<file path="config.mk">
export PLATFORM = sky130hd
export DESIGN_NAME = sm83Core
export DESIGN_NICKNAME = d
export VERILOG_FILES = /design/src/verilog/sm83IsaPkg.sv /design/src/verilog/sm83BusPkg.sv /design/src/verilog/sm83Alu.sv /design/src/verilog/sm83Core.sv /design/src/verilog/sm83Decoder.sv /design/src/verilog/sm83RegFile.sv /design/src/verilog/sm83Sequencer.sv
export VERILOG_INCLUDE_DIRS = /design/src /design/src/verilog
export SDC_FILE = /design/constraint.sdc
export NUM_CORES = 1
export LEC_CHECK = 0
export BUFFER_PORTS_ARGS = -buffer_cell sky130_fd_sc_hd__buf_2
export CORE_MARGIN = 2
export CORE_UTILIZATION = 42
export DETAILED_ROUTE_END_ITERATION = 10
export GPL_TIMING_DRIVEN = 0
export PLACE_DENSITY_LB_ADDON = 0.12
export SYNTH_ARGS = -nofsm -noshare
export SYNTH_HDL_FRONTEND = slang
export SYNTH_SLANG_ARGS = --single-unit
</file>
<file path="constraint.sdc">
create_clock -name CLK -period 5.2 [get_ports CLK]
set_clock_uncertainty 0.1 [all_clocks]
set_input_delay 0.52 -clock CLK [delete_from_list [all_inputs] [get_ports CLK]]
set_output_delay 0.52 -clock CLK [all_outputs]
set_load 0.02 [all_outputs]
</file>
<file path="src/verilog/sm83_defines.svh">
// Bus widths, reset PC and slot count for the core. Package types assume these exact widths
`ifndef SM83_DEFINES_SVH
`define SM83_DEFINES_SVH

// Address bus width in bits
`define SM83_ADDR_W 16

// Data bus and register width in bits
`define SM83_DATA_W 8

// First fetch address after reset
`define SM83_RESET_PC 16'h0000

// CLK cycles per M-cycle
`define SM83_SLOTS 4

`endif
</file>
<file path="src/verilog/sm83IsaPkg.sv">
// Instruction-set types for the SM83 subset. Field order follows the opcode bit layout
package sm83IsaPkg;

	// ALU operation in opcode order
	typedef enum logic [2:0] {
		aluAdd,
		aluAdc,
		aluSub,
		aluSbc,
		aluAnd,
		aluXor,
		aluOr,
		aluCp
	} aluOpE;

	// Register select in opcode order
	typedef enum logic [2:0] {
		regB,
		regC,
		regD,
		regE,
		regH,
		regL,
		regHlMem,	// (HL) operand or immediate marker
		regA
	} regSelE;

	// Opcode seen as an ALU op
	typedef struct packed {
		logic [1:0] group;	// Bits 7:6
		aluOpE aluOp;		// Bits 5:3
		regSelE src;		// Bits 2:0
	} aluViewS;

	// Opcode seen as a load
	typedef struct packed {
		logic [1:0] group;	// Bits 7:6
		regSelE dst;		// Bits 5:3
		logic [2:0] low;	// Bits 2:0
	} ldViewS;

	// One opcode byte with two decodings
	typedef union packed {
		aluViewS aluView;
		ldViewS ldView;
	} opcodeU;

	// Flag nibble held in the upper bits of F
	typedef struct packed {
		logic z;
		logic n;
		logic h;
		logic c;
	} flagsS;

endpackage

</file>
<file path="src/verilog/sm83BusPkg.sv">
// Bus and timing types. Zero-wait memory only, so no ready or wait fields
`include "sm83_defines.svh"

package sm83BusPkg;
	import sm83IsaPkg::*;

	// Slot within one M-cycle
	typedef enum logic [1:0] {
		slotT1,
		slotT2,
		slotT3,
		slotT4
	} slotE;

	// Memory request driven by the core
	typedef struct packed {
		logic [`SM83_ADDR_W-1:0] addr;		// PC or HL
		logic [`SM83_DATA_W-1:0] wrData;	// Valid while wr
		logic rd;
		logic wr;
		logic mreq;				// Whole bus M-cycle
	} busReqS;

	// Decoder control word
	typedef struct packed {
		logic needImm;		// Extra read M-cycle
		logic doAlu;
		logic doLoad;		// LD r,d8
		logic doStore;		// LD (HL),A
		logic doHalt;
		aluOpE aluOp;
		regSelE dst;		// Load target
		logic writeA;		// Clear for CP
	} ctrlS;

endpackage

</file>
<file path="src/verilog/sm83Alu.sv">
// Combinational 8-bit ALU with SM83 flag rules. Only C of flagsIn is read
`timescale 1ns/1ns
`include "sm83_defines.svh"

module sm83Alu
	import sm83IsaPkg::*;
(
	input aluOpE aluOp,
	input logic [`SM83_DATA_W-1:0] opA,	// Always A
	input logic [`SM83_DATA_W-1:0] opB,	// Register or immediate
	input flagsS flagsIn,
	output logic [`SM83_DATA_W-1:0] result,
	output flagsS flagsOut
);

	logic cin;
	logic [`SM83_DATA_W:0] wide;	// Bit 8 is carry or borrow
	logic [4:0] nibble;		// Bit 4 is half carry or borrow
	logic [`SM83_DATA_W-1:0] value;	// Before CP substitution

	always_comb begin
		cin = 1'b0;
		wide = '0;
		nibble = '0;
		value = opA;
		flagsOut = '0;
		unique case (aluOp)
			aluAdd, aluAdc: begin
				cin = (aluOp == aluAdc) && flagsIn.c;
				wide = {1'b0, opA} + {1'b0, opB} + {8'd0, cin};
				nibble = {1'b0, opA[3:0]} + {1'b0, opB[3:0]} + {4'd0, cin};
				value = wide[`SM83_DATA_W-1:0];
				flagsOut.h = nibble[4];
				flagsOut.c = wide[`SM83_DATA_W];
			end
			aluSub, aluSbc, aluCp: begin
				cin = (aluOp == aluSbc) && flagsIn.c;	// Borrow in
				wide = {1'b0, opA} - {1'b0, opB} - {8'd0, cin};
				nibble = {1'b0, opA[3:0]} - {1'b0, opB[3:0]} - {4'd0, cin};
				value = wide[`SM83_DATA_W-1:0];
				flagsOut.n = 1'b1;
				flagsOut.h = nibble[4];
				flagsOut.c = wide[`SM83_DATA_W];
			end
			aluAnd: begin
				value = opA & opB;
				flagsOut.h = 1'b1;	// SM83 quirk
			end
			aluXor: value = opA ^ opB;
			aluOr: value = opA | opB;
			default: value = opA;
		endcase
		flagsOut.z = (value == '0);	// CP uses the difference
		result = (aluOp == aluCp) ? opA : value;
	end

endmodule

</file>
<file path="src/verilog/sm83Core.sv">
// Core top level on one CLK. Split read and write data. No interrupts, wait states or 16-bit ops
`timescale 1ns/1ns
`include "sm83_defines.svh"

module sm83Core
	import sm83IsaPkg::*;
	import sm83BusPkg::*;
(
	input logic CLK,
	input logic rstN,				// Synchronous
	input logic [`SM83_DATA_W-1:0] rdData,
	output busReqS busReq,
	output logic loadIr				// Opcode fetched
);

	opcodeU opcode;
	ctrlS ctrl;
	logic [`SM83_DATA_W-1:0] immData;
	logic [`SM83_DATA_W-1:0] srcVal;
	logic [`SM83_DATA_W-1:0] aVal;
	logic [`SM83_DATA_W-1:0] aluResult;
	logic [`SM83_ADDR_W-1:0] hl;
	logic wbStrobe;
	flagsS flags;
	flagsS aluFlags;

	sm83Sequencer seq (
		.CLK(CLK),
		.rstN(rstN),
		.rdData(rdData),
		.ctrl(ctrl),
		.hl(hl),
		.aVal(aVal),
		.opcode(opcode),
		.immData(immData),
		.wbStrobe(wbStrobe),
		.busReq(busReq),
		.loadIr(loadIr)
	);

	sm83Decoder dec (
		.opcode(opcode),
		.ctrl(ctrl)
	);

	sm83Alu alu (
		.aluOp(ctrl.aluOp),
		.opA(aVal),
		.opB(srcVal),
		.flagsIn(flags),
		.result(aluResult),
		.flagsOut(aluFlags)
	);

	sm83RegFile regs (
		.CLK(CLK),
		.rstN(rstN),
		.ctrl(ctrl),
		.wbStrobe(wbStrobe),
		.aluResult(aluResult),
		.aluFlags(aluFlags),
		.immData(immData),
		.srcSel(opcode.aluView.src),	// Immediate when 110
		.srcVal(srcVal),
		.aVal(aVal),
		.flags(flags),
		.hl(hl)
	);

endmodule

</file>
<file path="src/verilog/sm83Decoder.sv">
// Combinational opcode decoder. Opcodes outside the subset give an all-zero control word
`timescale 1ns/1ns

module sm83Decoder
	import sm83IsaPkg::*;
	import sm83BusPkg::*;
(
	input opcodeU opcode,	// Latched IR
	output ctrlS ctrl
);

	always_comb begin
		ctrl = '0;	// NOP by default
		unique case (opcode.aluView.group)
			2'b00: begin
				// LD r,d8 column without LD (HL),d8
				if (opcode.ldView.low == 3'b110 && opcode.ldView.dst != regHlMem) begin
					ctrl.needImm = 1'b1;
					ctrl.doLoad = 1'b1;
					ctrl.dst = opcode.ldView.dst;
				end
			end
			2'b01: begin
				// Only the (HL) row is decoded here
				if (opcode.ldView.dst == regHlMem) begin
					ctrl.doHalt = (opcode.ldView.low == 3'b110);	// 0x76
					ctrl.doStore = (opcode.ldView.low == 3'b111);	// 0x77
				end
			end
			2'b10: begin
				// Register source without the (HL) form
				if (opcode.aluView.src != regHlMem) begin
					ctrl.doAlu = 1'b1;
					ctrl.aluOp = opcode.aluView.aluOp;
					ctrl.writeA = (opcode.aluView.aluOp != aluCp);
				end
			end
			2'b11: begin
				// Immediate column xx110
				if (opcode.aluView.src == regHlMem) begin
					ctrl.needImm = 1'b1;
					ctrl.doAlu = 1'b1;
					ctrl.aluOp = opcode.aluView.aluOp;
					ctrl.writeA = (opcode.aluView.aluOp != aluCp);
				end
			end
			default: ctrl = '0;
		endcase
	end

	// Regfile write port takes ALU or load data but never both
	always_comb begin
		assert (!(ctrl.doAlu && ctrl.doLoad))
			else $error("Decoder set doAlu and doLoad for opcode %h", opcode);
	end

endmodule

</file>
<file path="src/verilog/sm83RegFile.sv">
// Registers B to A plus F. Source select regHlMem returns the immediate byte
`timescale 1ns/1ns
`include "sm83_defines.svh"

module sm83RegFile
	import sm83IsaPkg::*;
	import sm83BusPkg::*;
(
	input logic CLK,
	input logic rstN,
	input ctrlS ctrl,
	input logic wbStrobe,
	input logic [`SM83_DATA_W-1:0] aluResult,
	input flagsS aluFlags,
	input logic [`SM83_DATA_W-1:0] immData,
	input regSelE srcSel,			// Opcode bits 2:0
	output logic [`SM83_DATA_W-1:0] srcVal,	// ALU operand B
	output logic [`SM83_DATA_W-1:0] aVal,
	output flagsS flags,
	output logic [`SM83_ADDR_W-1:0] hl
);

	logic [`SM83_DATA_W-1:0] gpr [0:7];	// Entry 6 never written
	flagsS fReg;

	always_ff @(posedge CLK) begin
		if (!rstN) begin
			for (int i = 0; i < 8; i++)
				gpr[i] <= '0;
			fReg <= '0;
		end else if (wbStrobe) begin
			if (ctrl.doLoad)
				gpr[ctrl.dst] <= immData;	// LD r,d8
			if (ctrl.doAlu) begin
				fReg <= aluFlags;
				if (ctrl.writeA)
					gpr[regA] <= aluResult;	// CP skips
			end
		end
	end

	assign srcVal = (srcSel == regHlMem) ? immData : gpr[srcSel];
	assign aVal = gpr[regA];
	assign flags = fReg;
	assign hl = {gpr[regH], gpr[regL]};

	// Decoder must never route a load to the (HL) slot
	noHlMemWrite: assert property (@(posedge CLK) disable iff (!rstN)
		wbStrobe && ctrl.doLoad |-> ctrl.dst != regHlMem)
		else $error("Write-back aimed at HL-memory select");

endmodule

</file>
<file path="src/verilog/sm83Sequencer.sv">
// Slot counter and M-cycle FSM. Zero-wait memory assumed; halted core leaves only by reset
`timescale 1ns/1ns
`include "sm83_defines.svh"

module sm83Sequencer
	import sm83IsaPkg::*;
	import sm83BusPkg::*;
(
	input logic CLK,
	input logic rstN,
	input logic [`SM83_DATA_W-1:0] rdData,
	input ctrlS ctrl,			// From decoder
	input logic [`SM83_ADDR_W-1:0] hl,	// Store address
	input logic [`SM83_DATA_W-1:0] aVal,	// Store data
	output opcodeU opcode,
	output logic [`SM83_DATA_W-1:0] immData,
	output logic wbStrobe,			// Last T4 of instruction
	output busReqS busReq,
	output logic loadIr
);

	typedef enum logic [2:0] {
		mBoot,		// Idle M-cycle out of reset
		mFetch,
		mImm,
		mStore,
		mHalt
	} mStateE;

	slotE slot;
	mStateE mState;
	logic [`SM83_ADDR_W-1:0] pc;
	opcodeU ir;
	logic [`SM83_DATA_W-1:0] immQ;
	logic mEnd;	// T4 of any M-cycle
	logic rdCycle;

	assign mEnd = (slot == slotE'(`SM83_SLOTS - 1));
	assign rdCycle = (mState == mFetch) || (mState == mImm);

	always_ff @(posedge CLK) begin
		if (!rstN) begin
			slot <= slotE'(`SM83_SLOTS - 1);	// Wraps to T1 on release
			mState <= mBoot;
			pc <= `SM83_RESET_PC;
			ir <= '0;				// NOP
		end else begin
			slot <= slotE'(slot + 2'd1);
			if (mState == mFetch && slot == slotT3)
				ir <= rdData;			// Sample at end of T3
			if (mEnd) begin
				unique case (mState)
					mBoot: mState <= mFetch;
					mFetch: begin
						pc <= pc + 1'b1;
						if (ctrl.doHalt)
							mState <= mHalt;
						else if (ctrl.needImm)
							mState <= mImm;
						else if (ctrl.doStore)
							mState <= mStore;
						else
							mState <= mFetch;
					end
					mImm: begin
						pc <= pc + 1'b1;	// Operand consumed
						mState <= mFetch;
					end
					mStore: mState <= mFetch;
					default: mState <= mHalt;	// Stuck until reset
				endcase
			end
		end
	end

	// Immediate byte read at end of T3
	always_ff @(posedge CLK) begin
		if (mState == mImm && slot == slotT3)
			immQ <= rdData;
	end

	always_comb begin
		busReq.addr = (mState == mStore) ? hl : pc;
		busReq.wrData = (mState == mStore) ? aVal : '0;
		busReq.mreq = rdCycle || (mState == mStore);
		busReq.rd = rdCycle && !mEnd;			// T1 to T3
		busReq.wr = (mState == mStore) && !mEnd;
	end

	assign loadIr = (mState == mFetch) && mEnd;
	assign wbStrobe = mEnd && ((mState == mFetch && !ctrl.needImm) || mState == mImm);
	assign opcode = ir;
	assign immData = immQ;

	rdWrExclusive: assert property (@(posedge CLK) !(busReq.rd && busReq.wr))
		else $error("rd and wr high together");

	// Pulse closes a three-slot read of the same address
	loadIrInFetchT4: assert property (@(posedge CLK) disable iff (!rstN)
		loadIr |-> slot == slotT4 && !busReq.rd && $past(busReq.rd, 3) && $stable(busReq.addr))
		else $error("loadIr outside T4 of a fetch");

endmodule

</file>
* Word-level counts from Yosys, hierarchy flattened
Memories as Yosys holds them, arrays and structs flattened. A register that Yosys moved wholly into a read port is not among the register bits.
Cells that the tools add are included.
W data, S select, Z words.
** Word-level totals
- Input bits :: 10
- Register bits :: 38
- Memory bits (writable) :: 64
- Memories :: 1
** Cells by class
- Mux-type cells :: 42
- Eq/ne operators :: 21
- $add $sub $neg :: 6
- Bitwise operators :: 4
- Reduce and logical (&&, ||, !) cells :: 25
** Memories
- regs.gpr :: depth 8, width 8, rd ports 4, clocked after memory_dff 1, wr ports 8, line sm83RegFile.sv:23 : logic [`SM83_DATA_W-1:0] gpr [0:7];
** Operators by type and width (number)
- $mux W8 :: 5
- $pmux W8 S5 :: 1
- $mux W3 :: 9
- $eq A3 B3 Y1 const B :: 7
- $add A16 B1 Y16 const B :: 1
- $mux W1 :: 16
- $mux W16 :: 1
- $eq A3 B2 Y1 const B :: 4
- $pmux W3 S2 :: 2
- $logic_and A1 B1 Y1 :: 10
- $add A8 B8 Y9 :: 1
- $add A9 B1 Y9 :: 1
- $ne A3 B3 Y1 const B :: 3
- $sub A8 B8 Y9 :: 1
- $sub A9 B1 Y9 :: 1
- $and A8 B8 Y8 :: 1
- $eq A2 B2 Y1 const B :: 4
- $mux W2 :: 4
- $or A8 B8 Y8 :: 1
- $pmux W1 S2 :: 4
- $reduce_or A8 Y1 :: 1
- $xor A8 B8 Y8 :: 1
- $eq A3 B1 Y1 const B :: 2
- $logic_not A3 Y1 :: 2
- 9 further kinds :: 15

* Depth between registers and ports, before layout
Gate-level depths: netlist of the first run.
- Depth in word-level cells :: 13
- Gate-level depth with buffers :: 16
- Gate-level depth less buffers :: 14

* Hierarchy
A second synthesis of the first run with hierarchy kept.
** Second synthesis, totals
- Cells, all modules :: 665
- Area, all modules :: 6383.6 um^2
** Modules (own cells, without submodules)
- sm83RegFile :: area each 2827.7 um^2, sequential area each 1761.7 um^2, times used 1, cells each 210
- sm83Sequencer :: area each 1790.5 um^2, sequential area each 820.8 um^2, times used 1, cells each 214
- sm83Alu :: area each 1508.9 um^2, sequential area each 0.0 um^2, times used 1, cells each 208
- sm83Decoder :: area each 256.5 um^2, sequential area each 0.0 um^2, times used 1, cells each 33

* Worst setup path before layout of the first run
No wires, ideal clock.
- Kind :: register to register
- Start point :: register (tool-made name)
- End point :: memory regs.gpr[7][7] (netlist name) (data pin)
- Buffers on the path :: 2
- Setup slack :: 1.543 ns
- Arrival :: 3.301 ns
- Stages on the path, launching flop included :: 15
- Clock period less this slack :: 3.657 ns
- Cell sequence :: dfxtp_1 buf_2 buf_2 mux4_2 mux2i_1 nand2_1 o21ai_0 fa_1 ha_1 o211ai_1 nand3_1 a31oi_1 xor2_1 o21ai_0 a32o_1
** RTL lines (line)
- end: declaration :: sm83RegFile.sv:23

==> results.json, run 1 <==
{
  "die_h_um": 126.6,
  "globalRouteTotalUtil_pct": 21.54,
  "crit_required_ns": 5.19,
  "initial_core_util_pct": 43.29,
  "overflow": 0,
  "hold_slack_ns": 0.2554,
  "clock_latency_ns": 0.36,
  "drtIter0Drc": 317,
  "instances_no_fill": 832,
  "finalCritPeriodShare_pct": 86.82,
  "critPathKind": "register to register",
  "hold_viol_final": 0,
  "synth.most_common_cell": "edfxtp_1",
  "synth_largest_area_cell": "edfxtp_1",
  "slew_violations": 0,
  "synth_top_area_share_pct": 34.23,
  "power_density_nw_per_um2": 274.3,
  "cts_tree": "done",
  "std_cell_rows": 44,
  "synthArstFlopShare_pct": 0,
  "fmax_mhz": 221.5,
  "cts_buffers": 9,
  "synthFlopType": "edfxtp_1",
  "drive_above_1_share_pct": 16.36,
  "dr.pass1.iters": 5,
  "ys_warn_count": 0,
  "postCtsResizedCells": 0,
  "yosys-top-cells-count": "edfxtp_1, nor2_1, and2_1",
  "dp.cells": 816,
  "start_kind": "register",
  "slowest_stage": "clkbuf_1",
  "drv_cap": 0,
  "grt_max_degree": 18,
  "finalWorstSetupSlack_ns": 0.6855,
  "vdd_drop_max_v": 0.0001613,
  "status": "complete, no violations",
  "stdcell_area_um2": 7084,
  "viasPerCell": 5.511,
  "leakagePower_nw": 2.810,
  "dpl.hpwl_um": 12520,
  "crit_path_max_incr_delay_ns": 0.57,
  "dieArea_um2": 16040,
  "synth_area_leaders": "edfxtp_1, dfxtp_1, ha_1",
  "cts_sinks": 105,
  "setup_violations": 0,
  "rsz0062_at_grt": "no",
  "yosysUniqueCellTypes": 63,
  "synth_edf_count": 72,
  "worstMarginPinSlew_ns": 1.260,
  "syn2layout_area_growth_pct": 12.16,
  "period_needed_ns": 4.515,
  "cts_hold_buf": 0,
  "drcViolationCount": 0,
  "io_pins": 38,
  "grt_pass1_wl_um": 26270,
  "first_global_vias": 4559,
  "h-tree-depth": 3,
  "insertedDiodeCount": 0,
  "worstHoldPathType": "input pin to register",
  "num_vias": 4585,
  "synth.yosys.seq_area_share_pct": 44.69,
  "syn_avg_cell_area_um2": 10.72,
  "synth_seq_cells": 105,
  "cp.arrival_ns": 4.51,
  "wirelength_um": 16670,
  "place_area_um2": 6753,
  "setup_tns_ns": 0,
  "synthCells": 589,
  "drtAntennaViolNets": 0,
  "die_x_um": 126.6,
  "crit_fanout": 10,
  "cts_root_buf": "clkbuf_16",
  "critPathCaptureType": "register",
  "cts_setup_buffers": 0,
  "synth_area_um2": 6316,
  "wl_per_cell_um": 20.03,
  "portBuffers": 36,
  "gp_congestion": 0.8717,
  "core-area_um2": 14590,
  "cts_buffer_depth": 2,
  "relSlewSlack_pct": 15.11,
  "crit_chain": "buf_1 > clkbuf_1 > mux4_2 > mux2i_1 > nand2_1 > o21ai_0 > ha_1 > ha_1 > o21ai_0 > a22oi_1 > xnor2_1 > nor2_1 > a2111oi_0 > o31ai_1",
  "finish.net_count": 695,
  "path_clk_slew_ns": 0.07,
  "post-place-ws_ns": 0.7201,
  "antenna_found_initial": 0
}
kinds of logic (layout without fill, tap and decap cells):
group	count (synthesis)	count (layout)	synth area share [%]
AO/OA/AOI/OAI	93	93	9.628
XOR/XNOR	26	26	3.605
adder cells (fa/ha/maj)	42	42	8.796
buffers and inverters	56	108	3.605
flip-flops	105	105	44.69
multiplexers	51	51	11.59
other	1	8	0.05937
AND/OR/NAND/NOR	215	215	18.03
worst paths after layout:
kind | slack (ns) | startpoint | cells after the start | end
setup / recovery | 0.69 | register | 14 | regs.gpr[7][6]$_DFFE_PP_
hold / removal | 0.26 | rdData[3] | 1 | seq.immData[3]$_DFFE_PP_
setup reg to reg | 0.69 | register | 14 | regs.gpr[7][6]$_DFFE_PP_
hold reg to reg | 0.30 | seq.slot[0]$_SDFF_PN1_ | 1 | seq.slot[0]$_SDFF_PN1_
layout make-up:
cell class                 count  area (µm²)
buffer                        25       111.4
multi-input combinational    435        3292
inverter                      31       116.4
clock buffer                  12       277.8
timing repair buffer          36       180.2
fill                        1363        7505
clock inverter                 4       53.80
sequential                   105        2823
tap                          184       230.2
sequential cells by signal, summed over array words and instances (netlist names), named ones only:
register and cells:
regs.flags 1, regs.gpr 64, seq.immData 8, seq.mState 3
seq.opcode 8, seq.pc 16, seq.slot 2
critical path, delay by kind of cell, from the launching register on:
kind	cells	cell delay, ns
AOI/OAI and AO/OA	5	1.18
xor gates and xnor gates	1	0.16
adders and majority gates	2	0.81
buffers and inverters	2	0.90
DFF	1	0.31
muxes	2	0.65
and+or+nand+nor	2	0.13
through the flow:
stage          power, mW  util (%)
2_1_floorplan      1.137         -
3_3_place_gp       1.208     46.29
3_5_place_dp       1.213     46.29
4_1_cts            1.956     48.56
5_1_grt            2.008     48.56
6_report           1.943     48.56
power by group:
| group | leakage [nW] | internal, mW | switching, mW |
|---|---|---|---|
| sequential | 0.996 | 0.918 | 0.0176 |
| clock | 0.167 | 0.433 | 0.313 |
| combinational | 1.65 | 0.102 | 0.159 |
| total | 2.81 | 1.45 | 0.490 |
placed cells by master (no fill, tap or decap), drive strengths merged, types with 17 or more instances in the layout:
cell type and instances:
a21oi 17, and2 49, buf 46, clkbuf 27
dfxtp 33, edfxtp 72, ha 38, inv 33
mux2 17, mux2i 18, nand2 42, nor2 52
nor3 21, o21ai 38
routing by layer:
metal | part of all wire (%) | wire [µm] | vias up | GRT usage (%)
met1 | 47 | 7780 | 2241 | 30.27
met4 | 1.6 | 261 | 0 | 5.430
met5 | 0 | 0 | - | 0
met3 | 4.8 | 805 | 19 | 3.880
li1 | - | - | 2198 | -
met2 | 47 | 7819 | 127 | 34.70
Power figures use the tool's default switching activity.
==> run 2: changes to the inputs <==
--- a/config.mk
+++ b/config.mk
@@ -10,7 +10,6 @@
 export CORE_MARGIN = 2
 export CORE_UTILIZATION = 42
 export DETAILED_ROUTE_END_ITERATION = 10
-export GPL_TIMING_DRIVEN = 0
 export PLACE_DENSITY_LB_ADDON = 0.12
 export SYNTH_ARGS = -nofsm -noshare
 export SYNTH_HDL_FRONTEND = slang
==> run 2 against run 1 <==
Die area did not move; first-iteration DRC count is 0.32% lower; final cell count fell by 2.0%; via count fell by 1.9%; clock power decreased by 8.4%; register-to-register slack better by 0.38 ns; setup slack improved by 0.38 ns; flip-flop and latch count unchanged.
==> results.json, run 2 (synthesized netlist as in run 1, its figures left out) <==
{
  "drv_cap": 0,
  "crit_path_max_incr_delay_ns": 0.78,
  "post-place-ws_ns": 1.048,
  "slowest_stage": "dfxtp_1",
  "initial_core_util_pct": 43.29,
  "drtAntennaViolNets": 0,
  "hold_depth": 1,
  "utilization_pct": 47.91,
  "wl_per_cell_um": 20.03,
  "drtIter0Drc": 316,
  "worstHoldPathType": "input pin to register",
  "drive_above_1_share_pct": 16.80,
  "largest_reg_flops": 64,
  "layout_commonest_cell": "edfxtp_1",
  "viasPerCell": 5.517,
  "leakagePower_nw": 2.774,
  "power_density_nw_per_um2": 267.8,
  "drcViolationCount": 0,
  "status": "complete, no violations",
  "crit_chain": "buf_4 > mux4_2 > mux2i_1 > nand2_1 > o21ai_0 > ha_1 > a211oi_1 > o21ai_0 > a21oi_1 > xor2_1 > nand2_1 > a32o_1",
  "cp.arrival_ns": 4.14,
  "p_switching_mw": 0.4941,
  "crit_fanout": 12,
  "slew_violations": 0,
  "grt_pass1_wl_um": 25710,
  "globalRouteTotalUtil_pct": 21.06,
  "wirelength_um": 16320,
  "relSlewSlack_pct": 19.72,
  "rsz0062_at_grt": "no",
  "hold_slack_ns": 0.2606,
  "finalCritPeriodShare_pct": 79.42,
  "die_h_um": 126.6,
  "gp_congestion": 0.9744,
  "dpl.hpwl_um": 11950,
  "cts_buffer_depth": 2,
  "cts_setup_buffers": 0,
  "clockPowerShare_pct": 36.5,
  "finish.net_count": 678,
  "grt_max_degree": 31,
  "cts_buffers": 9,
  "worstMarginPinSlew_ns": 1.192,
  "final_cell_mix": "edfxtp_1, nor2_1, and2_1",
  "period_needed_ns": 4.130,
  "insertedDiodeCount": 0,
  "num_vias": 4496,
  "swShare_pct": 26.40,
  "p_seq_share_pct": 50.4,
  "antenna_found_initial": 0,
  "fill_cells": 1296,
  "cts_hold_buf": 0,
  "std_cell_rows": 44,
  "setup_tns_ns": 0,
  "vdd_drop_max_v": 0.0001502,
  "critPathKind": "register to register",
  "path_clk_slew_ns": 0.08,
  "syn2layout_area_growth_pct": 10.66,
  "crit_cells": 12,
  "first_global_vias": 4530,
  "cp_num_buf_inv": 1,
  "die_x_um": 126.6,
  "crit_family": "compound AO/OA/AOI/OAI gates",
  "internal_power_mw": 1.378,
  "r2r_cells": 12,
  "setup_violations": 0,
  "h-tree-depth": 3,
  "cts_root_buf": "clkbuf_16",
  "postCtsResizedCells": 0,
  "place_area_um2": 6699,
  "fmax_mhz": 242.1,
  "portBuffers": 37,
  "hold_viol_final": 0,
  "dieArea_um2": 16040,
  "start_kind": "register",
  "cts_tree": "done",
  "cts_sinks": 105,
  "critPathCaptureType": "register",
  "dr.pass1.iters": 5,
  "finalWorstSetupSlack_ns": 1.070,
  "core-area_um2": 14590,
  "p_comb_share_pct": 13.1,
  "overflow": 0,
  "io_pins": 38,
  "clock_latency_ns": 0.35,
  "crit_required_ns": 5.21,
  "stdcell_area_um2": 6989,
  "top_regs": "regs.gpr x64, seq.pc x16",
  "regMostFlops": "regs.gpr"
}
-- run 2: changes by cell type in the layout (fill, tap and decap cells not counted), moves of 2 or more --
cell	before	now
buf_2	41	37
clkinv_2	0	2
o21ai_0	33	35
o21ai_1	3	1
clkbuf_8	2	0
buf_1	3	0
buf_4	1	7
clkbuf_1	15	1
-- run 2: cell type report --
| type | instances | area (µm²) | share of cell area [%] |
|---|---|---|---|
| Clock buffer | 11 | 254.0 | 3.634 |
| Clock inverter | 5 | 36.28 | 0.5192 |
| Inverter | 31 | 116.4 | 1.665 |
| Multi-Input combinational cell | 435 | 3292 | 47.10 |
| Sequential cell | 105 | 2823 | 40.39 |
| Tap cell | 184 | 230.2 | 3.294 |
| Timing Repair Buffer | 44 | 237.7 | 3.401 |
-- run 2: routing by layer --
layer  GRT usage [%]  up-vias  share of wire (%)  wire length (µm)
li1                -     2154                  -                 -
met1           28.55     2195                 45              7290
met2           35.73      130                 49              8013
met3           3.585       17                5.2               842
met4           4.331        0                1.1               176
met5               0        -                  0                 0
-- run 2: worst register-to-register path: stages, from the launching register on --
cell and delay, ns:
dfxtp_1 0.78, buf_4 0.27, mux4_2 0.51, mux2i_1 0.18, nand2_1 0.07, o21ai_0 0.36
ha_1 0.41, a211oi_1 0.35, o21ai_0 0.19, a21oi_1 0.19, xor2_1 0.16, nand2_1 0.07
a32o_1 0.26
-- run 2: worst paths after layout --
check                                             from                       end  slack (ns)
worst max-delay path                          register  regs.gpr[7][7]$_DFFE_PP_        1.07
worst min-delay path                         rdData[7]  seq.immData[7]$_DFFE_PP_        0.26
worst min register to register  seq.slot[0]$_SDFF_PN1_    seq.slot[0]$_SDFF_PN1_        0.31
worst max register to register                register  regs.gpr[7][7]$_DFFE_PP_        1.07
-- run 2: metrics by stage --
stage	power, mW	std cells
2_1_floorplan	1.137	596
3_3_place_gp	1.204	799
3_5_place_dp	1.206	799
4_1_cts	1.878	815
5_1_grt	1.939	815
6_report	1.872	815
-- run 2: power groups by stage --
stage,Sequential [mW],Combinational [mW],Clock [mW]
finish,0.944,0.245,0.683
global route,0.948,0.270,0.721
CTS,0.945,0.245,0.689
detailed placement,0.963,0.242,0
global placement,0.962,0.241,0
floorplan,0.945,0.191,0
